**config.mk**
```make
export PLATFORM = sky130hd
export DESIGN_NAME = mtrTop
export DESIGN_NICKNAME = d
export VERILOG_FILES = /design/src/source/mtrPkg.sv /design/src/source/mtrAxiSlave.sv /design/src/source/mtrTimeBase.sv /design/src/source/mtrAccounting.sv /design/src/source/mtrReadback.sv /design/src/source/mtrTop.sv
export SDC_FILE = /design/constraint.sdc
export NUM_CORES = 1
export LEC_CHECK = 0
export ABC_CLOCK_PERIOD_IN_PS = 3700
export BUFFER_PORTS_ARGS = -buffer_cell sky130_fd_sc_hd__buf_2
export CORE_MARGIN = 2
export CORE_UTILIZATION = 38
export CTS_BUF_LIST = sky130_fd_sc_hd__clkbuf_4 sky130_fd_sc_hd__clkbuf_8
export DETAILED_ROUTE_END_ITERATION = 7
export SETUP_SLACK_MARGIN = 0.15
export SLEW_MARGIN = 20
export SYNTH_ARGS = -nofsm -noshare
export SYNTH_HDL_FRONTEND = slang
export SYNTH_SLANG_ARGS = --single-unit
export TNS_END_PERCENT = 5
```
**constraint.sdc**
```tcl
create_clock -name MBOX_CLK -period 3.7 [get_ports MBOX_CLK]
set_input_delay 0.37 -clock MBOX_CLK [delete_from_list [all_inputs] [get_ports MBOX_CLK]]
set_output_delay 0.37 -clock MBOX_CLK [all_outputs]
set_load 0.05 [all_outputs]
```
**src/source/mtrPkg.sv**
```systemverilog
package mtrPkg;

  localparam int countWidth = 17;
  localparam int periodWidth = 12;

  // Bit positions inside mtrCmd.clrMask
  localparam int clrTime = 0;
  localparam int clrPerf = 1;
  localparam int clrEbox = 2;
  localparam int clrCache = 3;
  localparam int clrInterval = 4;

  typedef enum logic [2:0] {
    opNone,
    opCtlMtr,
    opCtlTim,
    opClear,
    opLoadPa
  } mtrOp;

  typedef enum logic [2:0] {
    regTime,
    regPerf,
    regEbox,
    regCache,
    regInterval,
    regStatus,
    regNone
  } mtrReg;

  typedef struct packed {
    logic acctOn;
    logic piAcctEn;
    logic execAcctEn;
    logic timeOn;
  } mtrCtl;

  typedef struct packed {
    logic                   intervalOn;
    logic [periodWidth-1:0] period;
  } tmrCtl;

  typedef struct packed {
    logic userOnly;
    logic eventMode;
  } paCtl;

  typedef struct packed {
    mtrOp       op;
    logic [4:0] clrMask;
    logic       clrFlags;
  } mtrCmd;

  typedef struct packed {
    logic userMode;
    logic piActive;
    logic mboxXfer;
    logic eboxWait;
  } cpuState;

  typedef struct packed {
    logic [countWidth-1:0]  timeCount;
    logic [countWidth-1:0]  perfCount;
    logic [countWidth-1:0]  eboxCount;
    logic [countWidth-1:0]  cacheCount;
    logic [periodWidth-1:0] intervalCount;
  } mtrCounts;

  typedef struct packed {
    logic done;
    logic overflow;
  } tmrFlags;

endpackage

```
**src/source/mtrAxiSlave.sv**
```systemverilog
`timescale 1ns/1ps

module mtrAxiSlave (
  input  logic          MBOX_CLK,
  input  logic          RESET,
  input  logic [7:0]    awaddr,
  input  logic          awvalid,
  output logic          awready,
  input  logic [31:0]   wdata,
  input  logic [3:0]    wstrb,
  input  logic          wvalid,
  output logic          wready,
  output logic [1:0]    bresp,
  output logic          bvalid,
  input  logic          bready,
  input  logic [7:0]    araddr,
  input  logic          arvalid,
  output logic          arready,
  output logic [31:0]   rdata,
  output logic [1:0]    rresp,
  output logic          rvalid,
  input  logic          rready,
  output mtrPkg::mtrCtl mtrCtl,
  output mtrPkg::tmrCtl tmrCtl,
  output mtrPkg::paCtl  paCtl,
  output mtrPkg::mtrCmd cmd,
  output mtrPkg::mtrReg readSel,
  input  logic [31:0]   readData
);
  import mtrPkg::*;

  mtrOp        wrOp;
  logic [31:0] curWord;
  logic [31:0] wrWord;
  logic        wrAccept;
  logic        arAccept;
  logic        rdPending;

  function automatic mtrOp decodeWrite(input logic [7:0] addr);
    case (addr)
      8'h00:   decodeWrite = opCtlMtr;
      8'h04:   decodeWrite = opCtlTim;
      8'h08:   decodeWrite = opClear;
      8'h0C:   decodeWrite = opLoadPa;
      default: decodeWrite = opNone;
    endcase
  endfunction

  function automatic mtrReg decodeRead(input logic [7:0] addr);
    case (addr)
      8'h10:   decodeRead = regTime;
      8'h14:   decodeRead = regPerf;
      8'h18:   decodeRead = regEbox;
      8'h1C:   decodeRead = regCache;
      8'h20:   decodeRead = regInterval;
      8'h24:   decodeRead = regStatus;
      default: decodeRead = regNone;
    endcase
  endfunction

  assign wrOp = decodeWrite(awaddr);
  assign wrAccept = awready & awvalid & wvalid;
  assign bresp = 2'b00;
  assign rresp = 2'b00;

  // Byte lanes not strobed keep the register's present contents
  always_comb begin
    case (wrOp)
      opCtlMtr: curWord = {28'b0, mtrCtl};
      opCtlTim: curWord = {19'b0, tmrCtl};
      opLoadPa: curWord = {30'b0, paCtl};
      default:  curWord = '0;
    endcase
    for (int i = 0; i < 4; i++) begin
      wrWord[8*i +: 8] = wstrb[i] ? wdata[8*i +: 8] : curWord[8*i +: 8];
    end
  end

  always_ff @(posedge MBOX_CLK or posedge RESET) begin
    if (RESET) begin
      awready <= 1'b0;
      wready <= 1'b0;
      bvalid <= 1'b0;
      mtrCtl <= '0;
      tmrCtl <= '0;
      paCtl <= '0;
      cmd.op <= opNone;
      cmd.clrMask <= '0;
      cmd.clrFlags <= 1'b0;
    end else begin
      cmd.op <= opNone;
      cmd.clrMask <= '0;
      cmd.clrFlags <= 1'b0;
      if (wrAccept) begin
        awready <= 1'b0;
        wready <= 1'b0;
        bvalid <= 1'b1;
        case (wrOp)
          opCtlMtr: begin
            mtrCtl <= wrWord[3:0];
            cmd.op <= opCtlMtr;
          end
          opCtlTim: begin
            tmrCtl <= wrWord[12:0];
            cmd.op <= opCtlTim;
            cmd.clrMask[clrInterval] <= wrWord[13];
          end
          opClear: begin
            cmd.op <= opClear;
            cmd.clrMask <= wrWord[4:0];
            cmd.clrFlags <= wrWord[5];
          end
          opLoadPa: begin
            paCtl <= wrWord[1:0];
            cmd.op <= opLoadPa;
          end
          default: begin
          end
        endcase
      end else begin
        // Ready goes high for one cycle once both channels are valid
        awready <= awvalid & wvalid & ~bvalid & ~awready;
        wready <= awvalid & wvalid & ~bvalid & ~awready;
        if (bvalid && bready) begin
          bvalid <= 1'b0;
        end
      end
    end
  end

  assign arready = ~rdPending & ~rvalid;
  assign arAccept = arvalid & arready;

  always_ff @(posedge MBOX_CLK or posedge RESET) begin
    if (RESET) begin
      rdPending <= 1'b0;
      rvalid <= 1'b0;
      readSel <= regNone;
    end else begin
      if (arAccept) begin
        readSel <= decodeRead(araddr);
        rdPending <= 1'b1;
      end
      if (rdPending) begin
        rvalid <= 1'b1;
        rdPending <= 1'b0;
      end else if (rvalid && rready) begin
        rvalid <= 1'b0;
      end
    end
  end

  // Snapshot of the selected register, held while RVALID waits
  always_ff @(posedge MBOX_CLK) begin
    if (rdPending) begin
      rdata <= readData;
    end
  end

endmodule

```
**src/source/mtrTimeBase.sv**
```systemverilog
`timescale 1ns/1ps

module mtrTimeBase #(
  parameter int tickDivisor = 33
) (
  input  logic                           MBOX_CLK,
  input  logic                           RESET,
  input  mtrPkg::mtrCtl                  mtrCtl,
  input  mtrPkg::tmrCtl                  tmrCtl,
  input  mtrPkg::mtrCmd                  cmd,
  output logic [mtrPkg::countWidth-1:0]  timeCount,
  output logic [mtrPkg::periodWidth-1:0] intervalCount,
  output mtrPkg::tmrFlags                flags,
  output logic                           irq
);
  import mtrPkg::*;

  localparam int preWidth = (tickDivisor > 1) ? $clog2(tickDivisor) : 1;

  logic [preWidth-1:0]    preCount;
  logic                   tick;
  logic                   clrTimeCmd;
  logic                   clrIntCmd;
  logic                   clrFlagCmd;
  logic [periodWidth-1:0] nextInterval;
  logic                   intervalWrap;

  // One tick per microsecond
  assign tick = (preCount == preWidth'(tickDivisor - 1));

  always_ff @(posedge MBOX_CLK or posedge RESET) begin
    if (RESET) begin
      preCount <= '0;
    end else if (tick) begin
      preCount <= '0;
    end else begin
      preCount <= preCount + 1'b1;
    end
  end

  assign clrTimeCmd = (cmd.op == opClear) && cmd.clrMask[clrTime];
  // Interval counter is also reset from the timer control write
  assign clrIntCmd = (cmd.op inside {opClear, opCtlTim}) && cmd.clrMask[clrInterval];
  assign clrFlagCmd = (cmd.op == opClear) && cmd.clrFlags;

  always_ff @(posedge MBOX_CLK or posedge RESET) begin
    if (RESET) begin
      timeCount <= '0;
    end else if (clrTimeCmd) begin
      timeCount <= '0;
    end else if (tick && mtrCtl.timeOn) begin
      timeCount <= timeCount + 1'b1;
    end
  end

  assign nextInterval = intervalCount + 1'b1;
  assign intervalWrap = tick && tmrCtl.intervalOn && !clrIntCmd &&
                        (nextInterval == tmrCtl.period);

  always_ff @(posedge MBOX_CLK or posedge RESET) begin
    if (RESET) begin
      intervalCount <= '0;
    end else if (clrIntCmd || intervalWrap) begin
      intervalCount <= '0;
    end else if (tick && tmrCtl.intervalOn) begin
      intervalCount <= nextInterval;
    end
  end

  // A period end while done is still set counts as an overrun
  always_ff @(posedge MBOX_CLK or posedge RESET) begin
    if (RESET) begin
      flags.done <= 1'b0;
      flags.overflow <= 1'b0;
    end else if (clrFlagCmd) begin
      flags.done <= 1'b0;
      flags.overflow <= 1'b0;
    end else if (intervalWrap) begin
      flags.done <= 1'b1;
      if (flags.done) begin
        flags.overflow <= 1'b1;
      end
    end
  end

  assign irq = flags.done;

endmodule

```
**src/source/mtrAccounting.sv**
```systemverilog
`timescale 1ns/1ps

module mtrAccounting (
  input  logic                          MBOX_CLK,
  input  logic                          RESET,
  input  mtrPkg::mtrCtl                 mtrCtl,
  input  mtrPkg::paCtl                  paCtl,
  input  mtrPkg::mtrCmd                 cmd,
  input  mtrPkg::cpuState               cpu,
  output logic [mtrPkg::countWidth-1:0] perfCount,
  output logic [mtrPkg::countWidth-1:0] eboxCount,
  output logic [mtrPkg::countWidth-1:0] cacheCount
);
  import mtrPkg::*;

  cpuState cpuQ;
  logic    clearCmd;
  logic    acctEn;
  logic    perfEvent;
  logic    perfEn;

  always_ff @(posedge MBOX_CLK or posedge RESET) begin
    if (RESET) begin
      cpuQ <= '0;
    end else begin
      cpuQ <= cpu;
    end
  end

  assign clearCmd = (cmd.op == opClear);

  // Interrupt and exec time only when software asked for them
  assign acctEn = mtrCtl.acctOn &&
                  (!cpuQ.piActive || mtrCtl.piAcctEn) &&
                  (cpuQ.userMode || mtrCtl.execAcctEn);

  // Event mode counts transfers, otherwise wait cycles
  assign perfEvent = paCtl.eventMode ? cpuQ.mboxXfer : cpuQ.eboxWait;
  assign perfEn = perfEvent && (cpuQ.userMode || !paCtl.userOnly);

  always_ff @(posedge MBOX_CLK or posedge RESET) begin
    if (RESET) begin
      perfCount <= '0;
      eboxCount <= '0;
      cacheCount <= '0;
    end else begin
      if (clearCmd && cmd.clrMask[clrPerf]) begin
        perfCount <= '0;
      end else if (perfEn) begin
        perfCount <= perfCount + 1'b1;
      end
      if (clearCmd && cmd.clrMask[clrEbox]) begin
        eboxCount <= '0;
      end else if (acctEn && !cpuQ.eboxWait) begin
        eboxCount <= eboxCount + 1'b1;
      end
      if (clearCmd && cmd.clrMask[clrCache]) begin
        cacheCount <= '0;
      end else if (acctEn && cpuQ.mboxXfer) begin
        cacheCount <= cacheCount + 1'b1;
      end
    end
  end

endmodule

```
**src/source/mtrReadback.sv**
```systemverilog
`timescale 1ns/1ps

module mtrReadback (
  input  mtrPkg::mtrReg    readSel,
  input  mtrPkg::mtrCounts counts,
  input  mtrPkg::tmrFlags  flags,
  input  mtrPkg::mtrCtl    mtrCtl,
  input  mtrPkg::tmrCtl    tmrCtl,
  output logic [31:0]      readData
);
  import mtrPkg::*;

  logic [31:0] statusWord;

  // Period in 11:0, then intervalOn, done, overflow, mtrCtl in 18:15
  assign statusWord = {13'b0, mtrCtl, flags.overflow, flags.done,
                       tmrCtl.intervalOn, tmrCtl.period};

  always_comb begin
    case (readSel)
      regTime:     readData = 32'(counts.timeCount);
      regPerf:     readData = 32'(counts.perfCount);
      regEbox:     readData = 32'(counts.eboxCount);
      regCache:    readData = 32'(counts.cacheCount);
      regInterval: readData = 32'(counts.intervalCount);
      regStatus:   readData = statusWord;
      regNone:     readData = '0;
      default:     readData = '0;
    endcase
  end

endmodule

```
**src/source/mtrTop.sv**
```systemverilog
`timescale 1ns/1ps

module mtrTop #(
  parameter int tickDivisor = 33
) (
  input  logic            MBOX_CLK,
  input  logic            RESET,
  input  logic [7:0]      awaddr,
  input  logic            awvalid,
  output logic            awready,
  input  logic [31:0]     wdata,
  input  logic [3:0]      wstrb,
  input  logic            wvalid,
  output logic            wready,
  output logic [1:0]      bresp,
  output logic            bvalid,
  input  logic            bready,
  input  logic [7:0]      araddr,
  input  logic            arvalid,
  output logic            arready,
  output logic [31:0]     rdata,
  output logic [1:0]      rresp,
  output logic            rvalid,
  input  logic            rready,
  input  mtrPkg::cpuState cpu,
  output logic            irq
);
  import mtrPkg::*;

  mtrCtl                  mtrCtlQ;
  tmrCtl                  tmrCtlQ;
  paCtl                   paCtlQ;
  mtrCmd                  cmd;
  mtrReg                  readSel;
  logic [31:0]            readData;
  mtrCounts               counts;
  tmrFlags                flags;
  logic [countWidth-1:0]  timeCount;
  logic [countWidth-1:0]  perfCount;
  logic [countWidth-1:0]  eboxCount;
  logic [countWidth-1:0]  cacheCount;
  logic [periodWidth-1:0] intervalCount;

  assign counts.timeCount = timeCount;
  assign counts.perfCount = perfCount;
  assign counts.eboxCount = eboxCount;
  assign counts.cacheCount = cacheCount;
  assign counts.intervalCount = intervalCount;

  mtrAxiSlave u_mtrAxiSlave (
    .MBOX_CLK (MBOX_CLK),
    .RESET    (RESET),
    .awaddr   (awaddr),
    .awvalid  (awvalid),
    .awready  (awready),
    .wdata    (wdata),
    .wstrb    (wstrb),
    .wvalid   (wvalid),
    .wready   (wready),
    .bresp    (bresp),
    .bvalid   (bvalid),
    .bready   (bready),
    .araddr   (araddr),
    .arvalid  (arvalid),
    .arready  (arready),
    .rdata    (rdata),
    .rresp    (rresp),
    .rvalid   (rvalid),
    .rready   (rready),
    .mtrCtl   (mtrCtlQ),
    .tmrCtl   (tmrCtlQ),
    .paCtl    (paCtlQ),
    .cmd      (cmd),
    .readSel  (readSel),
    .readData (readData)
  );

  mtrTimeBase #(
    .tickDivisor (tickDivisor)
  ) u_mtrTimeBase (
    .MBOX_CLK      (MBOX_CLK),
    .RESET         (RESET),
    .mtrCtl        (mtrCtlQ),
    .tmrCtl        (tmrCtlQ),
    .cmd           (cmd),
    .timeCount     (timeCount),
    .intervalCount (intervalCount),
    .flags         (flags),
    .irq           (irq)
  );

  mtrAccounting u_mtrAccounting (
    .MBOX_CLK   (MBOX_CLK),
    .RESET      (RESET),
    .mtrCtl     (mtrCtlQ),
    .paCtl      (paCtlQ),
    .cmd        (cmd),
    .cpu        (cpu),
    .perfCount  (perfCount),
    .eboxCount  (eboxCount),
    .cacheCount (cacheCount)
  );

  mtrReadback u_mtrReadback (
    .readSel  (readSel),
    .counts   (counts),
    .flags    (flags),
    .mtrCtl   (mtrCtlQ),
    .tmrCtl   (tmrCtlQ),
    .readData (readData)
  );

endmodule

```
==> results.ini <==
[sta]
setup_viol = 0
hold_viol_final = 0
min_period_ns = 2.57
worst_pin_slew_ns = 0.907
setup_tns_ns = 0
post-route-period-util_pct = 69.5
fin_skew_ns = 0.0105
worst_hold_slack_ns = 0.0298
rsz0062_at_grt = no
final_max_slew_viol_count = 0
max_freq_mhz = 389
slew_headroom_pct = 39.4

[layout]
diodes = 0
final_cell_mix = 124 x dfrtp_1, 76 x nor2_1, 67 x buf_2
final_common_cell = dfrtp_1
fin_util_pct = 43.6
area_growth_pct = 11.7
fin_cells = 1136
num-nets-final = 923
drive_gt1_share_pct = 16.1

[yosys]
synth_edf_count = 19
syn_area_um2 = 7970
ys_seq_area_share_pct = 47.0
synth_cell_types = 68
ys_seq_elements = 146
syn_area_per_cell_um2 = 9.97
ys_warn_count = 0
synthArstFlopShare_pct = 87.0
postSynthCellCount = 800
synth-main-ff-cell = dfrtp_1

[grt]
grt_max_degree = 90
grt.total_usage_pct = 18.6
antenna_found_initial = 0
overflow = 0
grt_pass1_vias = 5734
grt_pass1_wl_um = 31900

[floorplan]
num_rows = 52
die_area_um2 = 22200
initial_core_util_pct = 39.0
core_area_um2 = 20400
io_pins = 105
die_width_um = 149
die_y_um = 149

[setup_path]
critPathMaxStageDelay_ns = 0.61
path_class = reg2reg
worstPathMaxFanout = 14
arrival_ns = 2.87
slowest_stage = o2111a_1
crit_path_start_kind = register
end_kind = register
crit_chain = inv_1, ha_1, and4bb_1, nand3_1, buf_4, nor4_1, o2111a_1, a211oi_1
required_ns = 3.99

[cts]
clock_path_buffers = 2
root_buffer = clkbuf_8
ctsResizeCount = 0
hold_buffers = 3
cts_setup_buffers = 0
cts_max_level = 4
clkSinkCount = 146
clkLatencyLatePin_ns = 0.45
cts.reportedPaths.clkPinSlew_ns = 0.08
cts_tree = built
cts_buffers = 17

[status]
status = completed

[drt]
ant_nets = 0
drt_iter0_drc = 405
wl_per_cell_um = 17.7
viasPerCell = 5.43
drt_wl_total_um = 20100
drc = 0
vias = 6166
dr.pass1.iters = 6

[min_path]
hp-class = in2reg

[job]
drv_cap = 0

[place]
port_buffers = 67
gp_congestion = 0.826
dp_hpwl_um = 14400
dp_cells = 1101

[power_and_ir_drop]
peakVddDrop_mv = 0.206
p_per_area_nw_per_um2 = 385
p_leak_nw = 3.76

[through the flow]
step / worst slack, ns / cell area [um2] / power, mW
CTS: 1.17 / 8900 / 3.46
floorplan: 1.46 / 8040 / 2.06
global route: 0.951 / 8900 / 3.58
detailed placement: 1.19 / 8460 / 2.15
finish: 1.13 / 8900 / 3.43
global placement: 1.21 / 8460 / 2.15
[report_power, final]
group          switching (mW)  internal (mW)  leakage [nW]  total, mW
clock                   0.629          0.680         0.201       1.31
combinational           0.251         0.0996          1.64      0.350
sequential             0.0771           1.69          1.92       1.77
total                   0.957           2.47          3.76       3.43
[sequential cells by signal, summed over array words and instances, names as in the netlist]
name and cells:
u_mtrAxiSlave.rdata 19, u_mtrAccounting.cacheCount 17, u_mtrAccounting.eboxCount 17, u_mtrAccounting.perfCount 17, u_mtrTimeBase.timeCount 17, u_mtrAxiSlave.tmrCtl 13, u_mtrTimeBase.intervalCount 12, u_mtrAxiSlave.cmd 9
u_mtrTimeBase.preCount 6, u_mtrAccounting.cpuQ 4, u_mtrAxiSlave.mtrCtl 4, u_mtrAxiSlave.readSel 3, u_mtrAxiSlave.paCtl 2, u_mtrAxiSlave.awready 1, u_mtrAxiSlave.bvalid 1, u_mtrAxiSlave.rdPending 1
u_mtrAxiSlave.rvalid 1, u_mtrTimeBase.flags 1, u_mtrTimeBase.irq 1
[final cells by class]
class / count / area [um2]
Multi-Input combinational cell: 586 / 3870
Inverter: 26 / 115
Tap cell: 270 / 338
Fill cell: 1983 / 11500
Sequential cell: 146 / 3750
Timing Repair Buffer: 76 / 423
Clock inverter: 14 / 163
Clock buffer: 18 / 248
[Yosys cell counts, types with 6 or more instances]
| cell | n | area, um2 |
|---|---|---|
| nand4_1 | 17 | 106 |
| edfxtp_1 | 19 | 571 |
| clkbuf_1 | 30 | 113 |
| a31oi_1 | 6 | 37.5 |
| nand3_1 | 37 | 185 |
| mux2i_1 | 23 | 230 |
| buf_4 | 18 | 135 |
| nor2_1 | 76 | 285 |
| and2_1 | 11 | 68.8 |
| and3_1 | 9 | 56.3 |
| a211oi_1 | 12 | 90.1 |
| xor2_1 | 15 | 131 |
| mux2_2 | 17 | 191 |
| inv_1 | 25 | 93.8 |
| ha_1 | 7 | 87.6 |
| nor4_1 | 18 | 113 |
| nor3_1 | 25 | 125 |
| or3_1 | 19 | 119 |
| o221ai_1 | 6 | 52.6 |
| dfrtp_1 | 125 | 3130 |
| o22ai_1 | 9 | 56.3 |
| o21ai_0 | 23 | 115 |
| a21oi_1 | 31 | 155 |
| mux4_2 | 6 | 135 |
| nand2_1 | 60 | 225 |
| nand2b_1 | 6 | 37.5 |
| nor2b_1 | 6 | 37.5 |
| a22oi_1 | 7 | 52.6 |
| xnor2_1 | 58 | 508 |
| mux2_1 | 9 | 101 |
[routing by layer]
layer / vias up / wire [um] / track usage, % / share of wire (%)
met3: 21 / 1110 / 4.25 / 5.5
li1: 2944 / - / - / -
met4: 0 / 308 / 4.76 / 1.5
met5: - / 0 / 0 / 0
met1: 3040 / 9680 / 27.0 / 48
met2: 161 / 8970 / 28.3 / 45
[critical path: cells and delay by family (launching register included)]
family,cells,cell delay (ns)
and+or+nand+nor,3,0.76
buffers and inverters,2,0.25
DFF,1,0.43
adders and majority gates,1,0.20
AOI/OAI and AO/OA,2,0.78
[final timing paths]
check / startpoint / slack [ns] / depth (start not counted) / endpoint
max in group asynchronous: RESET / 2.63 / 3 / u_mtrAxiSlave.rdPending
max: u_mtrTimeBase.preCount[0] / 1.13 / 8 / u_mtrTimeBase.intervalCount[2]
max reg2reg: u_mtrTimeBase.preCount[0] / 1.13 / 8 / u_mtrTimeBase.intervalCount[2]
min in group asynchronous: RESET / 0.11 / 2 / u_mtrAccounting.eboxCount[13]
min: cpu[1] / 0.03 / 1 / u_mtrAccounting.cpuQ[1]
min reg2reg: u_mtrAxiSlave.awready / 0.47 / 1 / u_mtrAxiSlave.awready
[kinds of logic (layout without fill, tap and decap cells)]
| kind of cell | Yosys count | in the layout | share of synthesized area, % |
|---|---|---|---|
| AND/OR/NAND/NOR | 314 | 314 | 20.7 |
| flip-flops | 146 | 146 | 47.0 |
| AO/OA/AOI/OAI | 120 | 120 | 9.57 |
| buffers and inverters | 84 | 134 | 5.23 |
| XOR/XNOR | 73 | 73 | 8.02 |
| multiplexers | 55 | 55 | 8.25 |
| adder cells (fa/ha/maj) | 7 | 7 | 1.10 |
| other | 1 | 17 | 0.0470 |
(Power assumes the default switching activity.)
